`config.mk`:
```
export PLATFORM = sky130hd
export DESIGN_NAME = fp_adder
export DESIGN_NICKNAME = d
export VERILOG_FILES = /design/src/source/fp_add_pkg.sv /design/src/source/fp_adder.sv /design/src/source/fp_align_add_stage.sv /design/src/source/fp_normalize_stage.sv /design/src/source/fp_unpack_stage.sv
export SDC_FILE = /design/constraint.sdc
export NUM_CORES = 1
export LEC_CHECK = 0
export BUFFER_PORTS_ARGS = -buffer_cell sky130_fd_sc_hd__buf_4
export CAP_MARGIN = 20
export CELL_PAD_IN_SITES_DETAIL_PLACEMENT = 1
export CELL_PAD_IN_SITES_GLOBAL_PLACEMENT = 2
export CORE_ASPECT_RATIO = 0.9
export CORE_UTILIZATION = 36
export DETAILED_ROUTE_END_ITERATION = 7
export GPL_TIMING_DRIVEN = 0
export MAX_ROUTING_LAYER = met4
export PLACE_DENSITY_LB_ADDON = 0.1
export SLEW_MARGIN = 20
export SYNTH_ARGS = -nofsm -noshare
export SYNTH_HDL_FRONTEND = slang
export SYNTH_SLANG_ARGS = --single-unit
export TNS_END_PERCENT = 30
```
`constraint.sdc`:
```
create_clock -name clk -period 7.18 [get_ports clk]
set_input_delay 2.154 -clock clk [delete_from_list [all_inputs] [get_ports clk]]
set_output_delay 2.154 -clock clk [all_outputs]
set_load 0.02 [all_outputs]
```
`src/source/fp_add_pkg.sv`:
```
`default_nettype none

package fp_add_pkg;

	// IEEE single precision layout
	localparam int EXPONENT_WIDTH = 8;
	localparam int SIGNIFICAND_WIDTH = 23;
	localparam int TOTAL_WIDTH = 1 + EXPONENT_WIDTH + SIGNIFICAND_WIDTH;

	// Two guard bits above the hidden bit hold sign and carry
	localparam int EXT_WIDTH = SIGNIFICAND_WIDTH + 3;

	localparam int MAX_ALIGN_SHIFT = 27;
	localparam int ALIGN_SHIFT_WIDTH = 6;
	localparam int OPCODE_WIDTH = 6;

	// Biased exponent field of infinity and NaN
	localparam int EXPONENT_INF = (1 << EXPONENT_WIDTH) - 1;

	typedef logic [TOTAL_WIDTH-1:0] fp_word_t;
	typedef logic [EXPONENT_WIDTH-1:0] exponent_t;
	typedef logic [SIGNIFICAND_WIDTH-1:0] fraction_t;
	typedef logic signed [EXT_WIDTH-1:0] ext_significand_t;
	typedef logic [EXT_WIDTH-2:0] magnitude_t;
	typedef logic [ALIGN_SHIFT_WIDTH-1:0] align_shift_t;
	typedef logic [OPCODE_WIDTH-1:0] opcode_t;

	localparam opcode_t OP_FADD = 6'b100000;
	localparam opcode_t OP_FSUB = 6'b100001;

	localparam fp_word_t NAN_CANONICAL = 32'h7fc0_0000;

	// Stage 1 to stage 2
	typedef struct packed {
		align_shift_t     align_shift;
		ext_significand_t significand1;
		ext_significand_t significand2;
		exponent_t        exponent1;
		exponent_t        exponent2;
		logic             exponent2_larger;
		logic             result_is_inf;
		logic             result_is_nan;
		logic             inf_sign;
		logic             valid;
	} unpacked_t;

	// Stage 2 to stage 3
	typedef struct packed {
		logic       sign;
		magnitude_t magnitude;
		exponent_t  exponent;
		logic       result_is_inf;
		logic       result_is_nan;
		logic       inf_sign;
		logic       valid;
	} sum_t;

endpackage

`default_nettype wire

```
`src/source/fp_adder.sv`:
```
`timescale 1ns/100ps
`default_nettype none

module fp_adder (
	input  logic                 clk,
	input  logic                 rst_n_i,
	input  logic                 valid_i,
	input  fp_add_pkg::opcode_t  opcode_i,
	input  fp_add_pkg::fp_word_t operand1_i,
	input  fp_add_pkg::fp_word_t operand2_i,
	output logic                 valid_o,
	output fp_add_pkg::fp_word_t result_o
);

	import fp_add_pkg::*;

	unpacked_t unpacked_stage;
	sum_t      sum_stage;

	// Unpack, swap and classify
	fp_unpack_stage i_unpack (
		.clk        (clk),
		.rst_n_i    (rst_n_i),
		.valid_i    (valid_i),
		.opcode_i   (opcode_i),
		.operand1_i (operand1_i),
		.operand2_i (operand2_i),
		.stage_o    (unpacked_stage)
	);

	// Align and add
	fp_align_add_stage i_align_add (
		.clk     (clk),
		.rst_n_i (rst_n_i),
		.stage_i (unpacked_stage),
		.stage_o (sum_stage)
	);

	// Normalize and pack
	fp_normalize_stage i_normalize (
		.clk      (clk),
		.rst_n_i  (rst_n_i),
		.stage_i  (sum_stage),
		.valid_o  (valid_o),
		.result_o (result_o)
	);

endmodule

`default_nettype wire

```
`src/source/fp_align_add_stage.sv`:
```
`timescale 1ns/100ps
`default_nettype none

module fp_align_add_stage (
	input  logic                  clk,
	input  logic                  rst_n_i,
	input  fp_add_pkg::unpacked_t stage_i,
	output fp_add_pkg::sum_t      stage_o
);

	import fp_add_pkg::*;

	ext_significand_t aligned2;
	ext_significand_t sum;
	ext_significand_t abs_sum;
	logic             sum_negative;
	sum_t             stage_nxt;

	// Arithmetic shift keeps the sign, shifted out bits are lost
	assign aligned2 = $signed(stage_i.significand2) >>> stage_i.align_shift;

	// Two hidden-bit operands cannot overflow 26 bits
	assign sum = stage_i.significand1 + aligned2;
	assign sum_negative = sum[EXT_WIDTH-1];
	assign abs_sum = sum_negative ? -sum : sum;

	always_comb
	begin
		stage_nxt.sign = sum_negative;
		stage_nxt.magnitude = abs_sum[EXT_WIDTH-2:0];
		if (stage_i.exponent2_larger)
			stage_nxt.exponent = stage_i.exponent2;
		else
			stage_nxt.exponent = stage_i.exponent1;
		stage_nxt.result_is_inf = stage_i.result_is_inf;
		stage_nxt.result_is_nan = stage_i.result_is_nan;
		stage_nxt.inf_sign = stage_i.inf_sign;
		stage_nxt.valid = stage_i.valid;
	end

	always_ff @(posedge clk)
	begin
		stage_o <= stage_nxt;
		if (!rst_n_i)
			stage_o.valid <= 1'b0;
	end

endmodule

`default_nettype wire

```
`src/source/fp_normalize_stage.sv`:
```
`timescale 1ns/100ps
`default_nettype none

module fp_normalize_stage (
	input  logic                 clk,
	input  logic                 rst_n_i,
	input  fp_add_pkg::sum_t     stage_i,
	output logic                 valid_o,
	output fp_add_pkg::fp_word_t result_o
);

	import fp_add_pkg::*;

	logic                           carry;
	logic                           is_zero;
	logic [4:0]                     lead_pos;
	logic [4:0]                     left_shift;
	logic [SIGNIFICAND_WIDTH:0]     normalized;
	logic signed [EXPONENT_WIDTH+1:0] exponent_adj;
	fp_word_t                       result_nxt;

	assign carry = stage_i.magnitude[EXT_WIDTH-2];
	assign is_zero = stage_i.magnitude == '0;

	// Highest set bit below the carry, later hits overwrite earlier ones
	always_comb
	begin
		lead_pos = '0;
		for (int i = 0; i <= SIGNIFICAND_WIDTH; i++)
		begin
			if (stage_i.magnitude[i])
				lead_pos = 5'(i);
		end
	end

	assign left_shift = 5'(SIGNIFICAND_WIDTH) - lead_pos;

	always_comb
	begin
		if (carry)
		begin
			// Truncate the bit that falls off
			normalized = stage_i.magnitude[SIGNIFICAND_WIDTH+1:1];
			exponent_adj = {2'b00, stage_i.exponent} + 10'd1;
		end
		else
		begin
			normalized = stage_i.magnitude[SIGNIFICAND_WIDTH:0] << left_shift;
			exponent_adj = {2'b00, stage_i.exponent} - {5'b00000, left_shift};
		end
	end

	always_comb
	begin
		if (stage_i.result_is_nan)
			result_nxt = NAN_CANONICAL;
		else if (stage_i.result_is_inf)
			result_nxt = {stage_i.inf_sign, exponent_t'(EXPONENT_INF), {SIGNIFICAND_WIDTH{1'b0}}};
		else if (is_zero)
			result_nxt = '0;
		else if (exponent_adj <= 0)
			// Flush to +0, no denormals
			result_nxt = '0;
		else if (exponent_adj >= EXPONENT_INF)
			result_nxt = {stage_i.sign, exponent_t'(EXPONENT_INF), {SIGNIFICAND_WIDTH{1'b0}}};
		else
			result_nxt = {stage_i.sign, exponent_adj[EXPONENT_WIDTH-1:0],
				normalized[SIGNIFICAND_WIDTH-1:0]};
	end

	always_ff @(posedge clk)
	begin
		result_o <= result_nxt;
		if (!rst_n_i)
			valid_o <= 1'b0;
		else
			valid_o <= stage_i.valid;
	end

endmodule

`default_nettype wire

```
`src/source/fp_unpack_stage.sv`:
```
`timescale 1ns/100ps
`default_nettype none

module fp_unpack_stage (
	input  logic                  clk,
	input  logic                  rst_n_i,
	input  logic                  valid_i,
	input  fp_add_pkg::opcode_t   opcode_i,
	input  fp_add_pkg::fp_word_t  operand1_i,
	input  fp_add_pkg::fp_word_t  operand2_i,
	output fp_add_pkg::unpacked_t stage_o
);

	import fp_add_pkg::*;

	logic                    sign1;
	logic                    sign2;
	exponent_t               exponent1;
	exponent_t               exponent2;
	fraction_t               fraction1;
	fraction_t               fraction2;
	logic                    subtract;
	logic                    eff_sign2;
	logic [EXPONENT_WIDTH:0] exponent_difference;
	logic                    exponent2_larger;
	logic [EXPONENT_WIDTH:0] shift_abs;
	align_shift_t            align_shift;
	ext_significand_t        magnitude1;
	ext_significand_t        magnitude2;
	ext_significand_t        twos1;
	ext_significand_t        twos2;
	logic                    is_inf1;
	logic                    is_inf2;
	logic                    is_nan1;
	logic                    is_nan2;
	logic                    result_is_inf;
	logic                    result_is_nan;
	logic                    inf_sign;
	unpacked_t               stage_nxt;

	assign sign1 = operand1_i[TOTAL_WIDTH-1];
	assign exponent1 = operand1_i[SIGNIFICAND_WIDTH +: EXPONENT_WIDTH];
	assign fraction1 = operand1_i[SIGNIFICAND_WIDTH-1:0];
	assign sign2 = operand2_i[TOTAL_WIDTH-1];
	assign exponent2 = operand2_i[SIGNIFICAND_WIDTH +: EXPONENT_WIDTH];
	assign fraction2 = operand2_i[SIGNIFICAND_WIDTH-1:0];

	// Anything but add is treated as subtract
	assign subtract = opcode_i != OP_FADD;
	assign eff_sign2 = sign2 ^ subtract;

	// Borrow out of the 9 bit difference marks the larger exponent
	assign exponent_difference = {1'b0, exponent1} - {1'b0, exponent2};
	assign exponent2_larger = exponent_difference[EXPONENT_WIDTH];
	assign shift_abs = exponent2_larger ? -exponent_difference : exponent_difference;

	// Beyond 27 the smaller operand is only sign bits anyway
	assign align_shift = (shift_abs > MAX_ALIGN_SHIFT) ? align_shift_t'(MAX_ALIGN_SHIFT)
		: align_shift_t'(shift_abs);

	// No hidden bit for a zero exponent
	assign magnitude1 = {2'b00, exponent1 != '0, fraction1};
	assign magnitude2 = {2'b00, exponent2 != '0, fraction2};

	assign twos1 = sign1 ? -magnitude1 : magnitude1;
	assign twos2 = eff_sign2 ? -magnitude2 : magnitude2;

	assign is_inf1 = (exponent1 == exponent_t'(EXPONENT_INF)) && (fraction1 == '0);
	assign is_nan1 = (exponent1 == exponent_t'(EXPONENT_INF)) && (fraction1 != '0);
	assign is_inf2 = (exponent2 == exponent_t'(EXPONENT_INF)) && (fraction2 == '0);
	assign is_nan2 = (exponent2 == exponent_t'(EXPONENT_INF)) && (fraction2 != '0);

	// Infinity outranks NaN, except inf - inf
	always_comb
	begin
		result_is_inf = 1'b0;
		result_is_nan = 1'b0;
		inf_sign = sign1;
		if (is_inf1 || is_inf2)
		begin
			if (is_inf1 && is_inf2 && (sign1 != eff_sign2))
				result_is_nan = 1'b1;
			else
				result_is_inf = 1'b1;
			inf_sign = is_inf1 ? sign1 : eff_sign2;
		end
		else if (is_nan1 || is_nan2)
		begin
			result_is_nan = 1'b1;
		end
	end

	always_comb
	begin
		stage_nxt.align_shift = align_shift;
		if (exponent2_larger)
		begin
			stage_nxt.significand1 = twos2;
			stage_nxt.significand2 = twos1;
		end
		else
		begin
			stage_nxt.significand1 = twos1;
			stage_nxt.significand2 = twos2;
		end
		stage_nxt.exponent1 = exponent1;
		stage_nxt.exponent2 = exponent2;
		stage_nxt.exponent2_larger = exponent2_larger;
		stage_nxt.result_is_inf = result_is_inf;
		stage_nxt.result_is_nan = result_is_nan;
		stage_nxt.inf_sign = inf_sign;
		stage_nxt.valid = valid_i;
	end

	always_ff @(posedge clk)
	begin
		stage_o <= stage_nxt;
		if (!rst_n_i)
			stage_o.valid <= 1'b0;
	end

endmodule

`default_nettype wire

```
==> qor.csv, run 1 <==
stage,metric,value,unit
cts,total clock buffers created by CTS,17,
floorplan,number of rows created at floorplan,59,
hold_path,worst hold path type,flip-flop to flip-flop,
grt,antenna violations before repair,2,
placed_design,port bufs,104,
detailed_routing,ratio of routed vias to standard cells,5.49,
sta,largest clock skew in the final design,0.0137,ns
cts,number of hold buffers added after CTS,0,
sta,Fin Hold WS,0.329,ns
floorplan,area inside the core boundary,0.0289,mm²
synthesis,sequential-to-total area share from yosys stat,28.4,%
cts,CTS Root Buffer Type,sky130_fd_sc_hd__clkbuf_16,
hold_path,start point of the worst hold path,i_unpack.stage_o[1],
synthesis,number of enable flip-flop cells after synthesis,0,
detailed_routing,via count,10000,
cells_and_area,Fill cells,3522,
worst_setup_path,setup slack of the worst register-to-register path,0.62,ns
cts,post-CTS repair timing setup buffer count,0,
sta,Worst slew margin,32.2,%
worst_setup_path,type of element capturing the critical path,flip-flop,
synthesis,flip-flop and latch count after synthesis,150,
sta,Max Clk Rate,0.152,GHz
worst_setup_path,class of the most critical setup path,flip-flop to flip-flop,
sta,"Setup violations, final",0,
grt,remaining global-route overflow,0,
cells_and_area,diode count,0,
sta,final hold vios,0,
sta,RSZ-0062 raised after global routing,no,
detailed_routing,mean routed wirelength per cell,19.6,µm
cts,CTS clock-pin slew for the worst setup and hold paths,0.06,ns
cts,clock tree buffer depth,2,
floorplan,Die Y,165,µm
worst_setup_path,cell breakdown of the critical path,clkbuf_1 -> inv_1 -> clkbuf_1 -> o21ai_0 -> mux2i_1 -> a211oi_1 -> a21oi_1 -> nor2_1 -> nor2_1 -> ha_1 -> fa_1 -> a211oi_2 -> o21bai_1 -> a21oi_1 -> xnor2_1 -> or4_1 -> or4b_1 -> nor4_2 -> and4_1 -> a31oi_1 -> xnor2_1,
worst_setup_path,cell family with most CP delay,simple AND/OR/NAND/NOR gates,
flow_run,Max-Cap Viols,0,
worst_setup_path,WP buf/inv,3,
grt,vias in the first global route,9895,
sta,final-layout setup total negative slack,0,ns
worst_setup_path,crit path DAT,6.87,ns
floorplan,total I/O pin count,106,
cts,Num Clock Sinks,150,
synthesis,"Warnings, synthesis",0,
power_and_ir_drop,power per cell area,412,mW/mm²
worst_setup_path,FF-to-FF path depth,21,
detailed_routing,remaining antenna violation count,0,
cells_and_area,share of layout cells above drive strength 1,14.1,%
synthesis,Gate Count Post-Synth,1294,
detailed_routing,WL final,35.8,mm
synthesis,count of distinct cell types in the synthesized netlist,84,
cts,post-cts sizing count,0,
placed_design,estimated wirelength of the detail-placed design,29.3,mm
sta,Tightest Pin Transition,1.01,ns
grt,overall track demand over capacity in global routing,24.9,%
cells_and_area,most frequent cells in the layout,"sky130_fd_sc_hd__dfxtp_1, sky130_fd_sc_hd__nor2_1, sky130_fd_sc_hd__nand2_1",
cells_and_area,"leading cell type in the layout, fill and taps excluded",sky130_fd_sc_hd__dfxtp_1,
floorplan,Horiz. Die Dim,183,µm
worst_setup_path,worst-path cell with the longest stage delay,sky130_fd_sc_hd__dfxtp_1,
hold_path,number of cells on the worst hold path,0,
worst_setup_path,launching instance or port of the critical path,i_unpack.stage_o[73],
placed_design,placed cell count,1794,
power_and_ir_drop,worst supply voltage drop on vdd,0.210,mV
power_and_ir_drop,Total Power,5.12,mW
synthesis,post-synthesis average cell area,8.18,µm²
detailed_routing,count of TritonRoute iterations in the first routing pass,5,
detailed_routing,number of remaining DRC errors,0,
floorplan,starting utilization of the core area,36.6,%
grt,maximum number of pins on one net before global-route repair,17,
sta,number of max-slew violations in the final report,0,
synthesis,synthesized net count,1414,
placed_design,final weighted congestion in routability-driven placement,0.934,
cts,clock tree from TritonCTS,yes,
sta,final worst path period need,6.56,ns
synthesis,fraction of synthesis flops using an asynchronous set or reset pin,0,%
hold_path,destination of the worst hold path,i_align_add.stage_o[1],
detailed_routing,number of design-rule violations left by the first detailed-router iteration,553,
worst_setup_path,data required time at the worst endpoint,7.49,ns
worst_setup_path,Worst Setup Start Kind,flip-flop,
floorplan,die area,0.0301,mm²
worst_setup_path,worst-path fanout max,10,
grt,global-route wire length before repair,56.3,mm
cells_and_area,Final #Nets,1536,
worst_setup_path,RR Startpoint,i_unpack.stage_o[73],
cts,H-tree level count,4,
cells_and_area,non-filler instance count after layout,1825,
power_and_ir_drop,Leak Pwr,5.30,nW
worst_setup_path,reg-to-reg critical path endpoint,i_align_add.stage_o[36],
worst_setup_path,Critical Path Max Stage Delay,0.65,ns
cells_and_area,utilization after layout,43.0,%
run_status,outcome,completed,
cells_and_area,"Area growth, synth to finish",17.4,%
synthesis,Synth Cell Area,0.0106,mm²
cts,clock latency on the worst-skew pair,0.45,ns
sta,portion of the clock cycle consumed by the worst path in the final layout,91.4,%
synthesis,dominant synthesized flop cell,sky130_fd_sc_hd__dfxtp_1,
## Yosys cell counts, drive strengths merged, types with 11 or more instances
cell type,instances,area (µm²)
buf,12,50.1
mux2i,100,1000
nor4,15,113
nand2b,15,93.8
a21o,11,82.6
a31oi,14,87.6
or4,12,97.6
o21ai,94,474
nand4,11,68.8
nand3,16,80.1
dfxtp,150,3000
a21oi,89,457
nor3,36,196
a211oi,24,190
mux4,11,248
clkbuf,47,176
o31ai,17,133
nor2b,13,81.3
nor2,130,488
mux2,21,236
inv,53,199
xor2,55,482
xnor2,51,447
nand2,121,454
ha,44,551
## layer usage
layer  GRT usage (%)  share of wire (%)
met1            36.1                 53
met2            36.1                 42
met3            3.31                2.8
met4            6.29                1.7
met5               -                  0
## final cells by class
class                      count  area [µm²]  area share (%)
timing repair buffer         104         781            6.28
multi-input combinational   1032        7170            57.7
sequential                   150        3000            24.2
clock inverter                15         136            1.10
inverter                      53         199            1.60
buffer                        58         223            1.79
tap                          396         495            3.99
clock buffer                  17         425            3.42
## worst reg2reg max path: cells and delay by family (launching register included)
family / cells / cell delay (ns)
and+or+nand+nor: 6 / 1.89
AOI/OAI and AO/OA: 7 / 1.47
buffers and inverters: 3 / 1.01
adders and majority gates: 2 / 0.71
DFF: 1 / 0.65
xor gates and xnor gates: 2 / 0.52
muxes: 1 / 0.17
## power breakdown
part	internal [mW]	leakage [nW]	switching, mW
Sequential	1.09	1.26	0.226
Clock	0.457	0.279	0.409
Combinational	1.16	3.76	1.78
## how the worst max path moves through the flow
stage / cells past startpoint / to / slack [ns]
CTS: 22 / i_align_add.stage_o[36] / 0.21
detailed placement: 22 / i_align_add.stage_o[36] / 0.28
global placement: 22 / i_align_add.stage_o[36] / 0.24
floorplan: 22 / i_align_add.stage_o[36] / 1.84
finish: 21 / i_align_add.stage_o[36] / 0.62
global route: 21 / i_align_add.stage_o[36] / 0.15
## cells by family (layout without fill, tap and decap cells)
family          after synthesis  after routing  synth area share [%]
simple gates                416            416                  18.9
compound gates              330            330                  20.1
flops                       150            150                  28.4
mux                         132            132                  14.0
buf+inv                     112            247                  4.02
xor+xnor                    106            106                  8.77
fa+ha+maj                    47             47                  5.77
other cells                   1              1                0.0354
## flip-flops by register name (all words and copies together) (netlist names)
signal / cells
i_normalize.valid_o: 1
i_unpack.stage_o: 79
i_normalize.result_o: 32
i_align_add.stage_o: 38
## stage by stage
stage | setup WS [ns] | cell area [µm²]
floorplan | 1.84 | 10600
global placement | 0.237 | 11900
finish | 0.616 | 12400
CTS | 0.213 | 12400
detailed placement | 0.278 | 11900
global route | 0.145 | 12400
No activity file was read; power rests on OpenSTA's default activity.
==> run 2, diff against run 1 <==
Settings changed: ABC_AREA from default to 1, CORE_UTILIZATION 36 to 33.
==> qor.csv, run 2 <==
stage,metric,value,unit
cells_and_area,Fill cells,4193,
sta,number of max-slew violations in the final report,0,
worst_setup_path,class of the most critical setup path,flip-flop to flip-flop,
worst_setup_path,crit path DAT,5.89,ns
detailed_routing,number of remaining DRC errors,2,
synthesis,Synth Cell Area,0.0108,mm²
sta,final worst path period need,5.56,ns
grt,global-route wire length before repair,62.4,mm
placed_design,port bufs,105,
cells_and_area,largest registers,"i_unpack.stage_o: 79 flops, i_align_add.stage_o: 38 flops, i_normalize.result_o: 32 flops",
power_and_ir_drop,Total Power,5.50,mW
floorplan,total I/O pin count,106,
worst_setup_path,WP buf/inv,4,
synthesis,post-synthesis average cell area,6.51,µm²
grt,overall track demand over capacity in global routing,25.0,%
placed_design,final weighted congestion in routability-driven placement,0.912,
power_and_ir_drop,Leak Pwr,6.14,nW
power_and_ir_drop,power per cell area,435,mW/mm²
sta,largest clock skew in the final design,0.0160,ns
grt,GR Layer Usage met3,3.93,%
synthesis,leading cell type by number of instances after synthesis,sky130_fd_sc_hd__nand2_1,
run_status,outcome,"complete, but fails checks",
cts,total clock buffers created by CTS,17,
synthesis,fraction of synthesis flops using an asynchronous set or reset pin,0,%
cells_and_area,"flip-flop count of the largest register, all copies and words added",79,
cts,clock tree buffer depth,2,
cells_and_area,"Area growth, synth to finish",17.6,%
sta,Max Clk Rate,0.180,GHz
synthesis,"Warnings, synthesis",0,
sta,"Setup violations, final",0,
cells_and_area,Top reg by flops,i_unpack.stage_o,
synthesis,sequential-to-total area share from yosys stat,27.9,%
detailed_routing,remaining antenna violation count,0,
cells_and_area,share of layout cells above drive strength 1,11.1,%
grt,met1 global-route usage,36.6,%
floorplan,Die Y,173,µm
synthesis,Area contributors post-synth,"sky130_fd_sc_hd__dfxtp_1, sky130_fd_sc_hd__nand2_1, sky130_fd_sc_hd__nand3_1",
placed_design,estimated wirelength of the detail-placed design,33.2,mm
cts,H-tree level count,4,
synthesis,largest area contributor in the synthesized netlist,sky130_fd_sc_hd__dfxtp_1,
cts,CTS clock-pin slew for the worst setup and hold paths,0.07,ns
cts,clock tree from TritonCTS,yes,
synthesis,Gate Count Post-Synth,1654,
grt,busiest metal layer after global routing,met1,
synthesis,flip-flop and latch count after synthesis,150,
detailed_routing,via count,11200,
sta,Worst slew margin,49.1,%
detailed_routing,WL final,40.0,mm
worst_setup_path,cell breakdown of the critical path,clkbuf_1 -> inv_1 -> clkbuf_1 -> nand2_1 -> nand2_1 -> o21ai_0 -> o21ai_0 -> o21ai_0 -> o211ai_1 -> ha_1 -> fa_1 -> nand3_1 -> nand2_1 -> xor2_2 -> inv_1 -> nor3_1 -> nor3b_2 -> nand2_1 -> nor3_2 -> nand4_1 -> nor3_1 -> nor2_1 -> xnor2_1,
cells_and_area,most frequent cells in the layout,"sky130_fd_sc_hd__nand2_1, sky130_fd_sc_hd__inv_1, sky130_fd_sc_hd__nand3_1",
detailed_routing,mean routed wirelength per cell,18.1,µm
synthesis,dominant synthesized flop cell,sky130_fd_sc_hd__dfxtp_1,
detailed_routing,number of design-rule violations left by the first detailed-router iteration,664,
cts,number of hold buffers added after CTS,0,
sta,final hold vios,0,
cts,Num Clock Sinks,150,
cts,clock latency on the worst-skew pair,0.45,ns
worst_setup_path,worst-path cell with the longest stage delay,sky130_fd_sc_hd__nor3b_2,
grt,antenna violations before repair,1,
synthesis,synthesized net count,1774,
worst_setup_path,data required time at the worst endpoint,7.51,ns
worst_setup_path,cell family with most CP delay,simple AND/OR/NAND/NOR gates,
floorplan,Horiz. Die Dim,192,µm
grt,vias in the first global route,11100,
detailed_routing,count of TritonRoute iterations in the first routing pass,7,
floorplan,area inside the core boundary,0.0320,mm²
sta,Tightest Pin Transition,0.763,ns
floorplan,number of rows created at floorplan,62,
flow_run,Max-Cap Viols,0,
sta,portion of the clock cycle consumed by the worst path in the final layout,77.4,%
worst_setup_path,Worst Setup Start Kind,flip-flop,
worst_setup_path,type of element capturing the critical path,flip-flop,
synthesis,area share of the largest cell type after synthesis,27.9,%
cts,CTS Root Buffer Type,sky130_fd_sc_hd__clkbuf_16,
synthesis,count of distinct cell types in the synthesized netlist,59,
power_and_ir_drop,worst supply voltage drop on vdd,0.191,mV
floorplan,die area,0.0334,mm²
worst_setup_path,cell seen most often among critical-path stages,sky130_fd_sc_hd__nand2_1,
grt,maximum number of pins on one net before global-route repair,17,
sta,final-layout setup total negative slack,0,ns
sta,RSZ-0062 raised after global routing,no,
synthesis,Commonest cells post-synth,"sky130_fd_sc_hd__nand2_1, sky130_fd_sc_hd__inv_1, sky130_fd_sc_hd__nand3_1",
cells_and_area,Final #Nets,1898,
cells_and_area,"leading cell type in the layout, fill and taps excluded",sky130_fd_sc_hd__nand2_1,
run_status,violated checks,DRC,
cells_and_area,diode count,0,
grt,Global Route met2 Usage,36.0,%
hold_path,worst hold path type,flip-flop to flip-flop,
worst_setup_path,worst-path fanout max,10,
worst_setup_path,Critical Path Max Stage Delay,0.52,ns
cts,post-cts sizing count,0,
detailed_routing,ratio of routed vias to standard cells,5.08,
worst_setup_path,setup slack of the worst register-to-register path,1.62,ns
synthesis,number of enable flip-flop cells after synthesis,0,
grt,remaining global-route overflow,0,
floorplan,starting utilization of the core area,33.6,%
cts,post-CTS repair timing setup buffer count,0,
## run 2: changes by cell type after synthesis, moves of 19 or more
cell	before	now
sky130_fd_sc_hd__a211oi_1	22	0
sky130_fd_sc_hd__inv_1	50	185
sky130_fd_sc_hd__mux2i_1	100	4
sky130_fd_sc_hd__nand2_1	121	413
sky130_fd_sc_hd__nand3_1	16	172
sky130_fd_sc_hd__o21ai_0	88	147
sky130_fd_sc_hd__xnor2_1	51	32
## run 2: final timing paths
| check | depth (start not counted) | start | end |
|---|---|---|---|
| worst max register to register | 23 | i_unpack.stage_o[73] | i_align_add.stage_o[34] |
| worst min register to register | 0 | i_unpack.stage_o[3] | i_align_add.stage_o[3] |
| worst min-delay path | 0 | i_unpack.stage_o[3] | i_align_add.stage_o[3] |
| worst max-delay path | 23 | i_unpack.stage_o[73] | i_align_add.stage_o[34] |
## run 2: power breakdown
group,switching (mW),leakage (nW),internal [mW]
Combinational,2.19,4.60,1.10
Sequential,0.208,1.26,1.10
Clock,0.406,0.280,0.497
## run 2: routing by layer
metal  wire [µm]  vias up
li1            -     5656
met1       20900     5288
met2       16900      240
met3        1730       27
met4         412        0
met5           0        -
## run 2: layout make-up
cell class	instances	area, µm²	area share, %
flip-flops and latches	150	3000	23.7
multi-input cells	1249	6760	53.4
clock inverters	13	139	1.10
repair buffers	105	788	6.23
plain buffers	63	275	2.17
inverters	192	728	5.75
well taps	416	520	4.11
clock buffers	19	443	3.50
## run 2: cells by family after synthesis
kind of cell / count (synthesis) / synth area share, %
simple gates: 802 / 32.2
compound gates: 284 / 15.2
other cells: 1 / 0.0348
xor+xnor: 103 / 8.52
fa+ha+maj: 47 / 5.67
flops: 150 / 27.9
mux: 12 / 1.21
buf+inv: 255 / 9.32
## run 2: through the flow
stage               setup WS, ns  area (µm²)  util, %  instances  hold WS (ns)
floorplan                   2.82       10800        -       1654         0.310
global placement            1.80       12100     37.7       2175         0.315
detailed placement          1.71       12100     37.7       2175         0.316
CTS                         1.68       12700     39.5       2207         0.331
global route                1.30       12700     39.5       2207         0.332
finish                      1.62       12700     39.5       2207         0.330
==> run 3, diff against run 2 <==
Settings changed: ABC_AREA 1 to 0.
Clock period 7.18 ns to 4.49 ns, I/O delays scaled along.
==> qor.csv, run 3 (same netlist as run 1, synthesis figures left out) <==
stage,metric,value,unit
run_status,outcome,"complete, but fails checks",
run_status,violated checks,setup timing,
sta,Tightest Pin Transition,1.02,ns
worst_setup_path,FF-to-FF path depth,22,
worst_setup_path,launching instance or port of the critical path,i_unpack.stage_o[73],
sta,minimum setup slack in the final design,-0.586,ns
cells_and_area,Top reg by flops,i_unpack.stage_o,
detailed_routing,mean routed wirelength per cell,20.3,µm
detailed_routing,ratio of routed vias to standard cells,5.43,
cells_and_area,largest registers,"i_unpack.stage_o: 79 flops, i_align_add.stage_o: 38 flops, i_normalize.result_o: 32 flops",
hold_path,destination of the worst hold path,i_align_add.stage_o[2],
grt,vias in the first global route,10400,
grt,global-route wire length before repair,59.4,mm
cts,clock tree from TritonCTS,yes,
power_and_ir_drop,switching part of the total power,46.6,%
cts,CTS Root Buffer Type,sky130_fd_sc_hd__clkbuf_16,
cells_and_area,"flip-flop count of the largest register, all copies and words added",79,
cells_and_area,Final #Nets,1596,
cells_and_area,Fill cells,3714,
cts,total clock buffers created by CTS,17,
sta,"Setup violations, final",45,
flow_run,Max-Cap Viols,0,
worst_setup_path,crit path DAT,5.43,ns
placed_design,placed cell count,1807,
detailed_routing,Top Metal Used,met4,
detailed_routing,routed metal-1 wirelength,19.5,mm
placed_design,final weighted congestion in routability-driven placement,0.927,
cells_and_area,non-filler instance count after layout,1899,
worst_setup_path,data required time at the worst endpoint,4.84,ns
detailed_routing,routed wire length on met2,17.1,mm
hold_path,worst hold path type,flip-flop to flip-flop,
sta,Worst slew margin,31.2,%
sta,Max Clk Rate,0.197,GHz
cells_and_area,utilization after layout,44.4,%
floorplan,Die Y,172,µm
detailed_routing,remaining antenna violation count,0,
worst_setup_path,reg-to-reg critical path endpoint,i_align_add.stage_o[36],
cts,H-tree level count,4,
hold_path,start point of the worst hold path,i_unpack.stage_o[2],
cts,clock latency on the worst-skew pair,0.45,ns
floorplan,starting utilization of the core area,33.9,%
detailed_routing,number of design-rule violations left by the first detailed-router iteration,536,
detailed_routing,routed wire length on met3,1.27,mm
worst_setup_path,class of the most critical setup path,flip-flop to flip-flop,
worst_setup_path,Critical Path Max Stage Delay,0.54,ns
grt,maximum number of pins on one net before global-route repair,19,
placed_design,Place WS,-1.60,ns
power_and_ir_drop,Sw Pwr,4.32,mW
detailed_routing,count of TritonRoute iterations in the first routing pass,4,
power_and_ir_drop,logic gate share of total power,61.3,%
grt,overall track demand over capacity in global routing,24.3,%
cells_and_area,share of layout cells above drive strength 1,26.8,%
worst_setup_path,worst-path cell with the longest stage delay,sky130_fd_sc_hd__or4_1,
power_and_ir_drop,power per cell area,669,mW/mm²
worst_setup_path,setup slack of the worst register-to-register path,-0.59,ns
placed_design,port bufs,104,
detailed_routing,WL final,38.5,mm
detailed_routing,via count,10300,
placed_design,estimated wirelength of the detail-placed design,30.0,mm
worst_setup_path,RR Startpoint,i_unpack.stage_o[73],
power_and_ir_drop,Leak Pwr,5.80,nW
power_and_ir_drop,worst supply voltage drop on vdd,0.325,mV
sta,final worst path period need,5.08,ns
power_and_ir_drop,Total Power,9.27,mW
cells_and_area,"Area growth, synth to finish",30.8,%
worst_setup_path,type of element capturing the critical path,flip-flop,
power_and_ir_drop,part of the power in the clock network,15.7,%
sta,number of max-slew violations in the final report,0,
power_and_ir_drop,Internal,4.94,mW
grt,antenna violations before repair,0,
floorplan,die area,0.0328,mm²
hold_path,number of cells on the worst hold path,0,
sta,final hold vios,0,
grt,remaining global-route overflow,0,
cts,CTS clock-pin slew for the worst setup and hold paths,0.07,ns
sta,largest clock skew in the final design,0.00781,ns
worst_setup_path,worst-path fanout max,7,
detailed_routing,number of remaining DRC errors,0,
cts,Num Clock Sinks,150,
cells_and_area,most frequent cells in the layout,"sky130_fd_sc_hd__buf_4, sky130_fd_sc_hd__dfxtp_1, sky130_fd_sc_hd__nor2_1",
floorplan,Horiz. Die Dim,191,µm
worst_setup_path,cell breakdown of the critical path,buf_8 -> clkbuf_16 -> mux4_2 -> mux2i_2 -> nand2_1 -> o21ai_2 -> a21oi_2 -> nor2_1 -> nor2_2 -> ha_2 -> fa_2 -> a211oi_4 -> buf_4 -> o21ai_4 -> nand2_2 -> xnor2_4 -> or4_1 -> or4b_4 -> nor4_4 -> and4_4 -> a31oi_4 -> xnor2_2,
floorplan,area inside the core boundary,0.0312,mm²
sta,portion of the clock cycle consumed by the worst path in the final layout,113,%
worst_setup_path,Worst Setup Start Kind,flip-flop,
floorplan,number of rows created at floorplan,61,
cells_and_area,"leading cell type in the layout, fill and taps excluded",sky130_fd_sc_hd__buf_4,
cts,clock tree buffer depth,2,
sta,RSZ-0062 raised after global routing,yes,
power_and_ir_drop,portion of total power attributed to sequential cells,23.0,%
floorplan,total I/O pin count,106,
run 3: changes by cell type in the layout (fill, tap and decap cells not counted), sizes merged, moves of 12 or more:
| cell | previous run | this run |
|---|---|---|
| o21ai | 156 | 94 |
| a211oi | 0 | 24 |
| nor2b | 0 | 13 |
| nand3 | 174 | 16 |
| xor2 | 70 | 55 |
| buf | 122 | 182 |
| xnor2 | 33 | 51 |
| mux2 | 8 | 21 |
| inv | 196 | 59 |
| or4 | 0 | 12 |
| o31ai | 3 | 17 |
| nand2b | 0 | 15 |
| nand2 | 423 | 121 |
| mux2i | 4 | 100 |
run 3: worst max path at each step:
stage | end | cells past startpoint
2_1_floorplan | i_align_add.stage_o[36] | 21
3_3_place_gp | i_align_add.stage_o[36] | 20
3_5_place_dp | i_align_add.stage_o[36] | 20
4_1_cts | i_align_add.stage_o[36] | 21
5_1_grt | i_align_add.stage_o[36] | 22
6_report | i_align_add.stage_o[36] | 22
run 3: routing by layer:
metal / vias to the layer above / global-route usage (%)
li1: 5044 / -
met4: 0 / 6.50
met2: 202 / 36.4
met1: 5039 / 34.2
met3: 33 / 2.74
met5: - / -
run 3: final cells by class:
class / count / area [µm²] / share of cell area [%]
inverter: 53 / 203 / 1.46
tap: 409 / 512 / 3.70
buffer: 54 / 319 / 2.30
antenna: 1 / 2.50 / 0.0181
multi-input combinational: 1032 / 7890 / 57.0
sequential: 150 / 3010 / 21.7
timing repair buffer: 168 / 1310 / 9.44
clock buffer: 17 / 425 / 3.07
clock inverter: 15 / 179 / 1.29
run 3: what timing repair did:
item / CTS / global route
hold endpoints to repair: 0 / 0
gates cloned: 1 / 1
endpoints found under the setup margin: 57 / 51
hold buffers: 0 / 0
pin swaps: 31 / 48
gates resized for setup: 97 / 115
setup buffers: 34 / 35
run 3: stage by stage:
step,hold slack [ns],setup TNS [ns],area [µm²]
2_1_floorplan,0.310,-0.884,10600
3_3_place_gp,0.313,-54.13,11900
3_5_place_dp,0.315,-54.78,11900
4_1_cts,0.330,-8.52,13200
5_1_grt,0.337,-21.29,13800
6_report,0.326,-7.80,13800
run 3: power groups by stage:
| stage | clock network, mW | registers (mW) | logic (mW) |
|---|---|---|---|
| after floorplan | 0 | 2.15 | 3.14 |
| final | 1.46 | 2.13 | 5.68 |
| after CTS | 1.50 | 2.13 | 5.12 |
| after global placement | 0 | 2.13 | 4.66 |
| after detailed placement | 0 | 2.14 | 4.68 |
| after global routing | 1.55 | 2.17 | 6.14 |
run 3: critical path: cells and delay by family, from the launching register on:
kind	cells	cell delay [ns]
AND/OR/NAND/NOR	8	1.96
XOR/XNOR	2	0.30
AO/OA/AOI/OAI	5	0.61
flip-flops	1	0.33
buffers and inverters	3	0.43
multiplexers	2	0.75
adder cells (fa/ha/maj)	2	0.58
